==> src/include/sbus_settings.svh <==
`ifndef SBUS_SETTINGS_SVH
`define SBUS_SETTINGS_SVH

// bits carried by one data word on wD and rD
`define SBUS_DATA_WIDTH 32

// words held by the target memory
`define SBUS_ADDR_DEPTH 256

// width of the target id field in the control frame
`define SBUS_ID_WIDTH 2

// leading code of every control frame
`define SBUS_START_CODE 3'b111

`endif
==> src/source/sbus_pkg.sv <==
`default_nettype none
`include "sbus_settings.svh"

package sbus_pkg;

    localparam int ADDR_WIDTH  = $clog2(`SBUS_ADDR_DEPTH);
    localparam int START_WIDTH = $bits(`SBUS_START_CODE);
    // start | id | rw | burst | address
    localparam int FRAME_WIDTH = START_WIDTH + `SBUS_ID_WIDTH + 2 + ADDR_WIDTH;

    typedef logic [`SBUS_DATA_WIDTH-1:0]       data_t;
    typedef logic [ADDR_WIDTH-1:0]             addr_t;
    typedef logic [`SBUS_ID_WIDTH-1:0]         target_id_t;
    typedef logic [FRAME_WIDTH-1:0]            frame_t;
    typedef logic [$clog2(`SBUS_DATA_WIDTH):0] bit_count_t;

    typedef enum logic [2:0] {
        IDLE,
        WR_DATA,
        RD_FETCH,
        RD_LOAD,
        RD_SHIFT
    } seq_state_t;

endpackage

`default_nettype wire

==> src/source/sbus_seq.sv <==
`timescale 1ns/100ps
`default_nettype none

module sbus_seq (
    input  wire             clk,
    input  wire             rstN,
    input  wire             frame_busy,
    input  wire             frame_hit,
    input  wire             is_write,
    input  wire             is_burst,
    input  wire             sbus_pkg::addr_t start_addr,
    input  wire             word_done,
    input  wire             word_last,
    input  wire             tx_done,
    input  wire             last,
    output logic            rx_enable,
    output logic            mem_wr_en,
    output sbus_pkg::addr_t mem_addr,
    output logic            tx_load,
    output logic            ready
);
    import sbus_pkg::*;

    seq_state_t state;
    addr_t      addr_q;
    logic       burst_q;
    logic       last_q;
    logic       rd_end;

    // last seen at any point of the current read word ends the burst
    assign rd_end = !burst_q || last_q || last;

    always_ff @(posedge clk or negedge rstN) begin
        if (!rstN) begin
            state   <= IDLE;
            addr_q  <= '0;
            burst_q <= 1'b0;
            last_q  <= 1'b0;
        end else begin
            case (state)
                IDLE: begin
                    if (frame_hit) begin
                        addr_q  <= start_addr;
                        burst_q <= is_burst;
                        last_q  <= 1'b0;
                        state   <= is_write ? WR_DATA : RD_FETCH;
                    end
                end
                WR_DATA: begin
                    if (word_done) begin
                        addr_q <= addr_q + 1'b1;
                        if (!burst_q || word_last) begin
                            state <= IDLE;
                        end
                    end
                end
                // address goes to the memory here
                RD_FETCH: begin
                    state <= RD_LOAD;
                end
                RD_LOAD: begin
                    state <= RD_SHIFT;
                end
                RD_SHIFT: begin
                    if (last) begin
                        last_q <= 1'b1;
                    end
                    if (tx_done) begin
                        if (rd_end) begin
                            state <= IDLE;
                        end else begin
                            addr_q <= addr_q + 1'b1;
                            state  <= RD_FETCH;
                        end
                    end
                end
                default: begin
                    state <= IDLE;
                end
            endcase
        end
    end

    assign rx_enable = (state == WR_DATA);
    assign mem_wr_en = (state == WR_DATA) && word_done;
    assign mem_addr  = addr_q;
    assign tx_load   = (state == RD_LOAD);

    // low while a frame comes in and in the gap between read words
    assign ready = ((state == IDLE) && !frame_busy)
                || (state == WR_DATA)
                || (state == RD_SHIFT);

endmodule

`default_nettype wire

==> config.mk <==
export PLATFORM = sky130hd
export DESIGN_NAME = sbus_seq
export DESIGN_NICKNAME = d
export VERILOG_FILES = /design/src/source/sbus_pkg.sv /design/src/source/sbus_seq.sv
export VERILOG_INCLUDE_DIRS = /design/src /design/src/include
export SDC_FILE = /design/constraint.sdc
export NUM_CORES = 1
export LEC_CHECK = 0
export BUFFER_PORTS_ARGS = -buffer_cell sky130_fd_sc_hd__buf_2
export CAP_MARGIN = 20
export CORE_UTILIZATION = 44
export DETAILED_ROUTE_END_ITERATION = 10
export PLACE_DENSITY = 0.85
export SLEW_MARGIN = 20
export SYNTH_ARGS = -nofsm -noshare
export SYNTH_HDL_FRONTEND = slang
export SYNTH_SLANG_ARGS = --single-unit
==> constraint.sdc <==
create_clock -name clk -period 1.66 [get_ports clk]
set_input_delay 0.166 -clock clk [delete_from_list [all_inputs] [get_ports clk]]
set_output_delay 0.166 -clock clk [all_outputs]
set_load 0.02 [all_outputs]
## After elaboration in Yosys (flattened, before gate mapping)

Index checks and enable logic that the tools add are counted.

| word-level totals | value |
|---|---|
| flip-flop bits (word level) | 13 |
| logic and storage cells | 46 |
| output and inout bits | 12 |
| input bits | 18 |

| cells by class | value |
|---|---|
| reduce and logical (&&, ||, !) cells | 16 |
| muxes and demuxes | 15 |
| add/sub/neg operators | 1 |
| equal/unequal tests | 10 |

Operators with widths:

| kind | number |
|---|---|
| $mux 8 | 4 |
| $pmux 8 s3 | 1 |
| $pmux 3 s5 | 1 |
| $mux 3 | 4 |
| $ne 2x2->1 const B | 5 |
| $add 8x1->8 const B | 1 |
| $eq 3x2->1 const B | 2 |
| $logic_or 1x1->1 | 5 |
| $reduce_and 5->1 | 1 |
| $mux 2 | 2 |
| $reduce_and 4->1 | 1 |
| $eq 3x1->1 const B | 1 |
| $eq 3x3->1 const B | 1 |
| $logic_not 3->1 | 1 |
| $reduce_and 3->1 | 1 |
| $reduce_bool 3->1 | 1 |
| $logic_and 1x1->1 | 2 |
| $logic_not 1->1 | 2 |
| $mux 1 | 2 |
| $ne 2x1->1 const B | 1 |
| $pmux 1 s2 | 1 |
| $reduce_and 2->1 | 1 |
| $reduce_bool 2->1 | 1 |

## Depth between registers and ports, before layout

Gate-level depths: netlist (run 1).

| depth | value |
|---|---|
| depth in word-level cells | 6 |
| depth in mapped cells | 5 |
| mapped depth without buffers | 5 |

## Worst setup path before layout (run 1)

Ideal clock, no wire load.

| path | value |
|---|---|
| kind | register to register |
| start | register last_q |
| end | register addr_q[1] (netlist: mem_addr[1]) |
| setup time | 0.125 ns |
| data arrival time | 1.545 ns |
| slack | -0.009 ns |
| cell stages (with the launch flop) | 6 |
| path buffers | 1 |
| required time | 1.535 ns |
| clock period less this slack | 1.669 ns |
| cell sequence | dfrtp_1 > or3b_1 > o21a_1 > buf_6 > nor2_4 > mux2_2 |

| on the way | value |
|---|---|
| longest elaborated chain between the ends | 4 |

Ends and longest elaborated chain:

| what | RTL line | source |
|---|---|---|
| start: declaration | sbus_seq.sv:27 | `logic last_q;` |
| start signal: assignment | sbus_seq.sv:38 | `last_q <= 1'b0;` |
| start signal: assignment | sbus_seq.sv:45 | `last_q <= 1'b0;` |
| start signal: assignment | sbus_seq.sv:66 | `last_q <= 1'b1;` |
| $logic_or 1x1->1 (2 in series) | sbus_seq.sv:31 | `assign rd_end = !burst_q \|\| last_q \|\| last;` |
| $ne 2x2->1 (no source line) | -- |  |
| $reduce_and 5->1 (no source line) | -- |  |
| end signal: assignment | sbus_seq.sv:43 | `addr_q <= start_addr;` |
| end signal: assignment | sbus_seq.sv:51 | `addr_q <= addr_q + 1'b1;` |
| end signal: assignment | sbus_seq.sv:72 | `addr_q <= addr_q + 1'b1;` |
| end: declaration | sbus_seq.sv:25 | `addr_t addr_q;` |

No other way between the ends.
A chain may end at the register's enable or synchronous reset.

## Worst setup path in the final report (run 1)

| path | value |
|---|---|
| start | register last_q |
| end | register addr_q[6] (netlist: mem_addr[6]) |

The elaborated chain is that of the path after synthesis.

==> metrics.sh, run 1 <==
STATUS='complete, no violations'
WORSTHOLDPATHCELLS=2
NETSWITCHINGPOWER_uW=1350
DESIGN_AREA_SQ_MM=0.00122
MAX_CAP_VIOLATIONS=0
FINAL_ANT_VIOL_NETS=0
BUFFER_PORTS.INSERTED=29
PWR-SHARE-COMB=0.702
SYNTH.YOSYS.SEQ_AREA_SHARE=0.365
ROUTE.DETAILED.WL_PER_INST_UM=12.9
SYNTHCELLS=89
HPWL_MM=1.64
LAYOUT.CELLS.MOST_COMMON='sky130_fd_sc_hd__buf_2'
POWER_DENSITY_mW_PER_MM2=2460
CTS.PATH.MAX_BUFFERS=2
FINALHOLDVIOLATIONS=0
REGISTER_TO_REGISTER_PATH_DEPTH=5
GP_CONGESTION=0.812
ASYNC_RESET_FF_FRAC=1.00
SYN_TO_FINAL_GROWTH_PCT=36.9
DRT_PASS1_ITERATIONS=4
CLK-INSERTION-DELAY-LATE_NS=0.28
SEQ_POWER_SHARE=0.233
MAX_FREQ_MHz=613
POSTSYNTHAREAPERCELL_SQ_UM=10.0
FINAL.SETUP_SKEW_NS=0.00670
WORST-SETUP-PATH-TYPE='reg2reg'
TIMING_MAX_TRANSITION_VIOLATIONS_FINAL=0
ARRIVAL_NS=1.84
GLOBAL_ROUTE_WIRE_LENGTH_BEFORE_REPAIR_MM=3.09
GRT_MAX_DEGREE=14
MIN_PERIOD_NS=1.63
INTERNAL_POWER_uW=1660
SLEW_WORST_PIN_NS=0.298
WORST_IR_DROP_VDD_uV=1390
DETAILROUTE.VIA_COUNT=885
INSERTEDDIODECOUNT=0
IOS=30
ROUTE.DETAILED.VIAS_PER_INST=5.57
WORSTSETUPSTARTPOINTTYPE='flop'
DIE_H_UM=47.0
DRT_WL_TOTAL_MM=2.06
EFFECTIVE_UTILIZATION_AT_FLOORPLAN=0.494
CLOCK_POWER_SHARE=0.065
CTS_TREE='done'
POST_SYNTH_NUM_CELL_TYPES=34
NET_COUNT_OF_THE_MAPPED_NETLIST=108
DRT_ITER0_MARKERS=10
NNETSFINAL=154
FINALWORSTSETUPSLACK_NS=0.0283
FINAL.PERIOD_UTILIZATION=0.983
POST_ROUTE_CELLS_DRIVE_ABOVE_1_SHARE=0.448
CTSROOTBUFFERMASTER='sky130_fd_sc_hd__clkbuf_4'
P_LEAK_uW=0.000563
SYNTH_SEQ_CELLS=13
CLOCK-SINKS=13
DESIGN.DIE.AREA_SQ_MM=0.00221
SYN-CELL-AREA_SQ_UM=891
H-TREE-DEPTH=1
FIRST_GLOBAL_VIAS=742
GRT_USE_TOTAL=0.205
DIE_WIDTH_UM=47.0
WORSTPATHMAXFANOUT=7
FLOORPLAN_ROW_COUNT=15
CRIT_REQUIRED_NS=1.87
SYNTH_FLOP_CELL='sky130_fd_sc_hd__dfrtp_1'
N_FILL_CELL=158
PLACED_AREA_SQ_MM=0.00115
ROUTE.DETAILED.DRC=0
TRITONCTS.NUM_BUFFERS=3
CORE_SQ_MM=0.00180
PLACE_WS_NS=-0.0368
LAYOUT.AREA.SEQ_SQ_UM=328
MAX_SLEW_MARGIN=0.801
CLK_PIN_SLEW_NS=0.08
SWITCHING_PART_OF_THE_TOTAL=0.449
AREA_OF_COMBINATIONAL_CELLS_WITH_MULTIPLE_INPUTS_SQ_UM=536
ANTENNA_VIOLATIONS_BEFORE_REPAIR=0
NATURE_OF_THE_CRITICAL_PATH_ENDPOINT='flop'
SYNTH-EDFF-COUNT=0
YOSYS_WARNINGS=0
GRT.OVERFLOW.TOTAL=0
HOLDCRITPATHCLASS='in2reg'
SETUP_VIOL=0
MOSTFREQUENTLAYOUTCELLS='sky130_fd_sc_hd__buf_2 (29), sky130_fd_sc_hd__buf_4 (13), sky130_fd_sc_hd__dfrtp_1 (11), sky130_fd_sc_hd__nor2_1 (6)'
-- per-layer routing --
layer  wire length, um  part of all wire  global-route usage  vias to the layer above
li1                  -                 -                   -                      430
met5                 0                 0                   0                        -
met3               130             0.063              0.0846                        5
met2              1000              0.49               0.336                       34
met1               910              0.44               0.250                      416
met4                12            0.0058              0.0514                        0
-- state kept, by name, summed over array words and instances (netlist names) --
register  cells
mem_addr      8
state         3
burst_q       1
last_q        1
-- final cells by class --
type                    instances  share of cell area
inverters                       4              0.0123
flip-flops and latches         13               0.269
well taps                      25              0.0256
multi-input cells              68               0.439
clock buffers                   4              0.0215
repair buffers                 45               0.233
-- synth_stat cells (3+ instances only) --
library cell	number	area, sq um
sky130_fd_sc_hd__a211oi_1	5	37.5
sky130_fd_sc_hd__a2bb2oi_1	5	43.8
sky130_fd_sc_hd__dfrtp_1	13	325
sky130_fd_sc_hd__inv_1	4	15.0
sky130_fd_sc_hd__mux2_2	3	33.8
sky130_fd_sc_hd__mux2i_1	4	40.0
sky130_fd_sc_hd__nand2_1	5	18.8
sky130_fd_sc_hd__nand4_1	3	18.8
sky130_fd_sc_hd__nor2_1	6	22.5
sky130_fd_sc_hd__nor3_1	4	20.0
sky130_fd_sc_hd__o21ai_0	5	25.0
-- worst max-delay path: stages, from the launching register on --
cell and delay (ns):
sky130_fd_sc_hd__dfrtp_1 0.38, sky130_fd_sc_hd__or3b_4 0.39, sky130_fd_sc_hd__o21a_4 0.26, sky130_fd_sc_hd__buf_4 0.14, sky130_fd_sc_hd__a211oi_1 0.23, sky130_fd_sc_hd__a2bb2oi_1 0.17
-- worst paths after layout --
check	startpoint	endpoint	slack (ns)
min	is_burst	burst_q	0.12
max	last_q	mem_addr[6]	0.03
max in group asynchronous	rstN	state[2]	1.12
min in group asynchronous	rstN	state[1]	0.29
min reg2reg	mem_addr[7]	mem_addr[7]	0.54
max reg2reg	last_q	mem_addr[6]	0.03
-- power groups by stage --
stage               logic (uW)  clock network [uW]  registers [uW]
global route              2280                 221             729
detailed placement        2040                   0             693
global placement          1990                   0             687
floorplan                 1270                   0             754
finish                    2110                 194             700
CTS                       2060                 202             688
-- per-stage QoR --
stage,total power [uW],hold slack (ns),utilization,TNS [ns],instances
floorplan,2030,-0.130,-,0,89
global placement,2670,0.0690,0.640,0,152
detailed placement,2740,0.0682,0.640,-0.0770,152
CTS,2960,0.112,0.664,0,157
global route,3230,0.0972,0.677,-0.0102,159
finish,3000,0.122,0.677,0,159
-- what timing repair did --
item                                    CTS  global route
pin swaps                                 0             4
endpoints found under the hold margin    13             0
hold buffers                              1             0
resized for setup                         2             4
buffers inserted                          0             2
endpoints found under the setup margin    4             7
-- cell families after synthesis --
family                   share of synthesized area
AND/OR/NAND/NOR                              0.191
AO/OA/AOI/OAI                                0.254
flip-flops                                   0.365
buffers and inverters                       0.0449
multiplexers                                0.0997
XOR/XNOR                                    0.0309
adder cells (fa/ha/maj)                     0.0140
(Power assumes the default switching activity.)
==> run 2, diff against run 1 <==
--- a/config.mk
+++ b/config.mk
@@ -8,9 +8,9 @@
 export LEC_CHECK = 0
 export BUFFER_PORTS_ARGS = -buffer_cell sky130_fd_sc_hd__buf_2
 export CAP_MARGIN = 20
-export CORE_UTILIZATION = 44
+export CORE_UTILIZATION = 45
 export DETAILED_ROUTE_END_ITERATION = 10
-export PLACE_DENSITY = 0.85
+export PLACE_DENSITY = 0.84
 export SLEW_MARGIN = 20
 export SYNTH_ARGS = -nofsm -noshare
 export SYNTH_HDL_FRONTEND = slang
==> constraint.sdc (replaced) <==
create_clock -name clk -period 1.74 [get_ports clk]
set_input_delay 0.174 -clock clk [delete_from_list [all_inputs] [get_ports clk]]
set_output_delay 0.174 -clock clk [all_outputs]
set_load 0.02 [all_outputs]
==> run 2 against run 1 <==
Against the previous run:
- worst setup slack got worse by 0.0093 ns
- fmax decreased by 5.2%
- total power decreased by 7.5%
- non-clock buffer count decreased by 6
- cell area decreased by 5.0%
- die area decreased by 2.1%
- sequential share of layout area increased by 1.4 points
- core utilization decreased by 2.7 points
- sequential power decreased by 2%
- register-to-register slack about the same
- global-route usage increased by 2.6 points
- combinational power decreased by 10%
- largest power group unchanged
==> metrics.sh, run 2 (same netlist as run 1, synthesis figures left out) <==
DRT_WL_TOTAL_MM=2.21  # +7.3%
NUMBER_OF_FLIP_FLOPS_UNDER_THE_LARGEST_REGISTER_NAME=8  # unchanged
CORE_SQ_MM=0.00178  # -1.0%
ROUTE.DETAILED.DRC=0  # unchanged
CRITICAL_PATH.MAX_STAGE_DELAY_NS=0.42  # +0.03 ns
FINAL.SETUP_SKEW_NS=0.00397  # -0.00273 ns
EFFECTIVE_UTILIZATION_AT_FLOORPLAN=0.500  # +0.00520
REGISTER_TO_REGISTER_PATH_DEPTH=4  # -1
TRITONCTS.NUM_BUFFERS=3  # unchanged
DESIGN.DIE.AREA_SQ_MM=0.00216  # -2.1%
GRT_SETUP_UNREPAIRED='true'
AREA_OF_COMBINATIONAL_CELLS_WITH_MULTIPLE_INPUTS_SQ_UM=536  # unchanged
PLACE.DETAILED.INSTANCES=148  # -2.6%
MOSTFREQUENTLAYOUTCELLS='sky130_fd_sc_hd__buf_2 (29), sky130_fd_sc_hd__dfrtp_1 (11), sky130_fd_sc_hd__buf_4 (9), sky130_fd_sc_hd__nor2_1 (6)'
P_LEAK_uW=0.000528  # -6.2%
WORST-SETUP-PATH-TYPE='reg2reg'
CTSROOTBUFFERMASTER='sky130_fd_sc_hd__clkbuf_4'
GRT.OVERFLOW.TOTAL=0  # unchanged
CTS_TREE='done'
DIE_H_UM=46.5  # -1.1%
CLK-INSERTION-DELAY-LATE_NS=0.29  # about the same
CLK_PIN_SLEW_NS=0.08  # about the same
ARRIVAL_NS=1.89  # +0.05 ns
IOS=30  # unchanged
WORSTSETUPSTARTPOINTTYPE='flop'
ROUTE.DETAILED.VIAS_PER_INST=5.66  # +1.7%
UTILIZATION_AFTER_LAYOUT=0.650  # -0.0273
NNETSFINAL=148  # -3.9%
CLOCK-SINKS=13  # unchanged
SETUP_VIOL=0  # unchanged
FLOORPLAN_ROW_COUNT=15  # unchanged
DETAILROUTE.VIA_COUNT=866  # -2.1%
LAYOUT.CELLS.MOST_COMMON='sky130_fd_sc_hd__buf_2'
SLEW_WORST_PIN_NS=0.334  # +0.0364 ns
H-TREE-DEPTH=1  # unchanged
SYN_TO_FINAL_GROWTH_PCT=30.1
FINALHOLDVIOLATIONS=0  # unchanged
POST_ROUTE_CELLS_DRIVE_ABOVE_1_SHARE=0.422  # -0.0259
WORSTHOLDPATHCELLS=2  # unchanged
MIN_PERIOD_NS=1.72  # +0.0893 ns
GRT_MAX_DEGREE=14  # unchanged
HPWL_MM=1.66  # +1.0%
CRITICAL-PATH-TOP-DELAY-FAMILY='compound AO/OA/AOI/OAI gates'
INSERTEDDIODECOUNT=0  # unchanged
FINALHOLDWORSTSLACK_NS=0.116  # -0.00626 ns
MAX_SLEW_MARGIN=0.774  # -0.0272
NATURE_OF_THE_CRITICAL_PATH_ENDPOINT='flop'
FIN_CELLS=153  # -3.8%
ROUTE.DETAILED.WL_PER_INST_UM=14.4  # +12%
TIMING_MAX_TRANSITION_VIOLATIONS_FINAL=0  # unchanged
CTS_SETUP_BUFFERS=0  # unchanged
GRT_USE_TOTAL=0.230  # +0.0256
HOLDCRITPATHCLASS='in2reg'
PATH_BUF_INV=0  # -1
TIMING.CRITICAL_PATH.DEPTH=4  # -1
GP_CONGESTION=0.870  # +7.2%
PATH_CELLS='or3b_4, o21a_4, a211o_1, a22o_1'
FIRST_GLOBAL_VIAS=771  # +3.9%
CTS.PATH.MAX_BUFFERS=2  # unchanged
CRIT_REQUIRED_NS=1.91  # +0.04 ns
BUFFER_PORTS.INSERTED=29  # unchanged
WORSTPATHMAXFANOUT=9  # +2
LAYOUT.AREA.SEQ_SQ_UM=328  # unchanged
POWER_DENSITY_mW_PER_MM2=2400  # -2.6%
CRIT_SLOWEST_CELL='sky130_fd_sc_hd__or3b_4'
FINAL_ANT_VIOL_NETS=0  # unchanged
N_FILL_CELL=153  # -3.2%
WORST_IR_DROP_VDD_uV=1210  # -13%
MAX_FREQ_MHz=581  # -5.2%
DRT_PASS1_ITERATIONS=4  # unchanged
STATUS='complete, no violations'
DIE_WIDTH_UM=46.5  # -1.1%
FINAL.PERIOD_UTILIZATION=0.989  # +0.00610
ANTENNA_VIOLATIONS_BEFORE_REPAIR=0  # unchanged
GLOBAL_ROUTE_WIRE_LENGTH_BEFORE_REPAIR_MM=3.37  # +8.9%
MAX_CAP_VIOLATIONS=0  # unchanged
DRT_ITER0_MARKERS=33  # +23
run 2: changes by cell type in the layout (fill, tap and decap cells not counted), sizes merged:
| cell | before | now |
|---|---|---|
| buf | 44 | 38 |
run 2: worst register-to-register path, stage by stage (launching register included):
cell and delay, ns:
sky130_fd_sc_hd__dfrtp_1 0.41, sky130_fd_sc_hd__or3b_4 0.42, sky130_fd_sc_hd__o21a_4 0.25, sky130_fd_sc_hd__a211o_1 0.29
sky130_fd_sc_hd__a22o_1 0.24
run 2: timing repair:
item | CTS | global route
gates resized for setup | 1 | 4
endpoints found under the hold margin | 13 | 0
pin swaps | 0 | 0
endpoints found under the setup margin | 2 | 5
hold buffers | 1 | 0
run 2: final timing paths:
check	from	slack, ns	end
setup / recovery	last_q	0.02	mem_addr[5]
hold / removal	is_burst	0.12	burst_q
setup reg to reg	last_q	0.02	mem_addr[5]
hold reg to reg	mem_addr[7]	0.53	mem_addr[7]
max in group asynchronous	rstN	1.21	state[0]
min in group asynchronous	rstN	0.29	burst_q
run 2: cell type report:
| type | count | share of cell area |
|---|---|---|
| multi-input combinational | 68 | 0.462 |
| inverter | 4 | 0.0130 |
| tap | 25 | 0.0270 |
| sequential | 13 | 0.283 |
| timing repair buffer | 39 | 0.192 |
| clock buffer | 4 | 0.0227 |
run 2: layer usage:
layer | vias to the layer above | share of wire | global-route usage
met5 | - | 0 | 0
met4 | 0 | 0.018 | 0.118
met3 | 8 | 0.060 | 0.0706
met2 | 33 | 0.49 | 0.364
met1 | 404 | 0.44 | 0.278
li1 | 421 | - | -
run 2: report_power, final:
part           switching, uW  internal (uW)  leakage (uW)
combinational            979            911      0.000359
clock                    108           89.2     0.0000150
sequential               230            459      0.000154
run 2: per-stage QoR:
| step | total power (uW) | cell area [sq um] | setup slack, ns | TNS [ns] |
|---|---|---|---|---|
| 5_1_grt | 2970 | 1160 | -0.0170 | -0.0170 |
| 4_1_cts | 2720 | 1150 | 0.0142 | 0 |
| 6_report | 2780 | 1160 | 0.0190 | 0 |
| 3_5_place_dp | 2520 | 1110 | -0.00800 | -0.00800 |
| 3_3_place_gp | 2440 | 1110 | 0.0586 | 0 |
| 2_1_floorplan | 1930 | 891 | 0.0708 | 0 |
==> run 3, diff against run 2 <==
--- a/config.mk
+++ b/config.mk
@@ -11,6 +11,7 @@
 export CORE_UTILIZATION = 45
 export DETAILED_ROUTE_END_ITERATION = 10
 export PLACE_DENSITY = 0.84
+export RECOVER_POWER = 25
 export SLEW_MARGIN = 20
 export SYNTH_ARGS = -nofsm -noshare
 export SYNTH_HDL_FRONTEND = slang
==> run 3 against run 2 <==
Against the previous run:
- sequential share of layout area is essentially flat
- global-route usage is the same
- fmax grew 0.31%
- hold slack is essentially flat
- clock power is essentially flat
- worst setup slack gained 0.0053 ns
- clock-buffer cell count is the same
- critical path depth is the same
- register-to-register slack is essentially flat
==> metrics.sh, run 3 (same netlist as run 1, synthesis figures left out) <==
SLEW_WORST_PIN_NS=0.702  # +0.368 ns
MAX_CAP_VIOLATIONS=0  # unchanged
GRT_SETUP_UNREPAIRED='true'
CTS_TREE='done'
NATURE_OF_THE_CRITICAL_PATH_ENDPOINT='flop'
PATH_BUF_INV=0  # unchanged
FIRST_GLOBAL_VIAS=771  # unchanged
MIN_PERIOD_NS=1.72  # -0.00532 ns
DESIGN.DIE.AREA_SQ_MM=0.00216  # unchanged
HPWL_MM=1.66  # unchanged
CLK_PIN_SLEW_NS=0.08  # about the same
CTS_SETUP_BUFFERS=0  # unchanged
DIE_H_UM=46.5  # unchanged
CRITICAL-PATH-TOP-DELAY-FAMILY='compound AO/OA/AOI/OAI gates'
GRT_USE_TOTAL=0.230  # unchanged
HOLDCRITPATHCLASS='in2reg'
MOSTFREQUENTLAYOUTCELLS='sky130_fd_sc_hd__buf_2 (28), sky130_fd_sc_hd__dfrtp_1 (11), sky130_fd_sc_hd__buf_4 (9), sky130_fd_sc_hd__nor2_1 (6)'
UTILIZATION_AFTER_LAYOUT=0.649  # -0.000702
MAX_FREQ_MHz=583  # +0.31%
TIMING_MAX_TRANSITION_VIOLATIONS_FINAL=0  # unchanged
BUFFER_PORTS.INSERTED=29  # unchanged
H-TREE-DEPTH=1  # unchanged
NUMBER_OF_FLIP_FLOPS_UNDER_THE_LARGEST_REGISTER_NAME=8  # unchanged
CTS.PATH.MAX_BUFFERS=2  # unchanged
ACCUMULATED_NEGATIVE_SETUP_SLACK_NS=0  # unchanged
STATUS='complete, no violations'
TRITONCTS.NUM_BUFFERS=3  # unchanged
CRIT_REQUIRED_NS=1.91  # about the same
WORST_IR_DROP_VDD_uV=1210  # -0.27%
PATH_CELLS='or3b_4, o21a_4, a211o_1, a22o_1'
ROUTE.DETAILED.VIAS_PER_INST=5.65  # -0.12%
FINAL.PERIOD_UTILIZATION=0.986  # -0.00306
DRT_ITER0_MARKERS=33  # unchanged
CRIT_SLOWEST_CELL='sky130_fd_sc_hd__or3b_4'
CRITICAL_PATH.MAX_STAGE_DELAY_NS=0.42  # about the same
WORSTPATHMAXFANOUT=9  # unchanged
FINALHOLDVIOLATIONS=0  # unchanged
DRT_PASS1_ITERATIONS=4  # unchanged
POWER_DENSITY_mW_PER_MM2=2400  # about the same
POST_ROUTE_CELLS_DRIVE_ABOVE_1_SHARE=0.414  # -0.00781
GLOBAL_ROUTE_WIRE_LENGTH_BEFORE_REPAIR_MM=3.37  # unchanged
DRT_WL_TOTAL_MM=2.20  # -0.41%
FINAL.SETUP_SKEW_NS=0.00398  # +0.00000497 ns
GRT.OVERFLOW.TOTAL=0  # unchanged
SYN_TO_FINAL_GROWTH_PCT=29.9
NNETSFINAL=148  # unchanged
P_LEAK_uW=0.000526  # -0.52%
FINALHOLDWORSTSLACK_NS=0.116  # -0.000207 ns
WORST-SETUP-PATH-TYPE='reg2reg'
ARRIVAL_NS=1.89  # about the same
WORSTSETUPSTARTPOINTTYPE='flop'
CLOCK-SINKS=13  # unchanged
GRT_MAX_DEGREE=14  # unchanged
LAYOUT.CELLS.MOST_COMMON='sky130_fd_sc_hd__buf_2'
PLACED_AREA_SQ_MM=0.00111  # unchanged
FLOORPLAN_ROW_COUNT=15  # unchanged
ROUTE.DETAILED.WL_PER_INST_UM=14.4  # -0.41%
DIE_WIDTH_UM=46.5  # unchanged
IOS=30  # unchanged
MAX_SLEW_MARGIN=0.532  # -0.242
GP_CONGESTION=0.870  # unchanged
ANTENNA_VIOLATIONS_BEFORE_REPAIR=0  # unchanged
CLK-INSERTION-DELAY-LATE_NS=0.29  # about the same
FINAL_ANT_VIOL_NETS=0  # unchanged
ROUTE.DETAILED.DRC=0  # unchanged
INSERTEDDIODECOUNT=0  # unchanged
DESIGN_AREA_SQ_MM=0.00116  # -0.11%
SETUP_VIOL=0  # unchanged
EFFECTIVE_UTILIZATION_AT_FLOORPLAN=0.500  # unchanged
CORE_SQ_MM=0.00178  # unchanged
DETAILROUTE.VIA_COUNT=865  # -0.12%
CTSROOTBUFFERMASTER='sky130_fd_sc_hd__clkbuf_4'
## run 3: changes by cell type in the layout (fill, tap and decap cells not counted)
cell                       change
sky130_fd_sc_hd__clkbuf_1      +1
sky130_fd_sc_hd__buf_2         -1
## run 3: cell type report
class / instances / area [sq um]
clock buffers: 4 / 26.3
fillers: 154 / 626
inverters: 4 / 15.0
multi-input cells: 68 / 536
flip-flops and latches: 13 / 328
well taps: 25 / 31.3
repair buffers: 39 / 221
## run 3: worst paths after layout
| path | endpoint | slack, ns | cells after the start | start |
|---|---|---|---|---|
| setup / recovery | mem_addr[5] | 0.02 | 4 | last_q |
| hold / removal | burst_q | 0.12 | 2 | is_burst |
| setup reg to reg | mem_addr[5] | 0.02 | 4 | last_q |
| hold reg to reg | mem_addr[7] | 0.53 | 1 | mem_addr[7] |
| max in group asynchronous | state[0] | 0.82 | 2 | rstN |
| min in group asynchronous | burst_q | 0.44 | 2 | rstN |
## run 3: power by group
part           switching, uW  internal [uW]  total (uW)
registers                229            459         688
logic                    976            911        1890
clock network            108           89.2         198
total                   1310           1460        2770
## run 3: metrics by stage
stage / total power [uW] / cells / worst slack [ns]
CTS: 2720 / 153 / 0.0142
finish: 2770 / 153 / 0.0244
global route: 2970 / 153 / -0.0170
detailed placement: 2520 / 148 / -0.00800
floorplan: 1930 / 89 / 0.0708
global placement: 2440 / 148 / 0.0586
## run 3: layer usage
| metal | routed length, um | GRT usage |
|---|---|---|
| met1 | 964 | 0.278 |
| met3 | 118 | 0.0706 |
| met5 | 0 | 0 |
| met4 | 36 | 0.118 |
| met2 | 1080 | 0.364 |
## run 3: what timing repair did
item                                   4_1_cts  5_1_grt
pin swaps                                    0        0
endpoints found under the hold margin       13        0
hold buffers                                 1        0
resized for setup                            1        4
setup endpoints to repair                    2        5
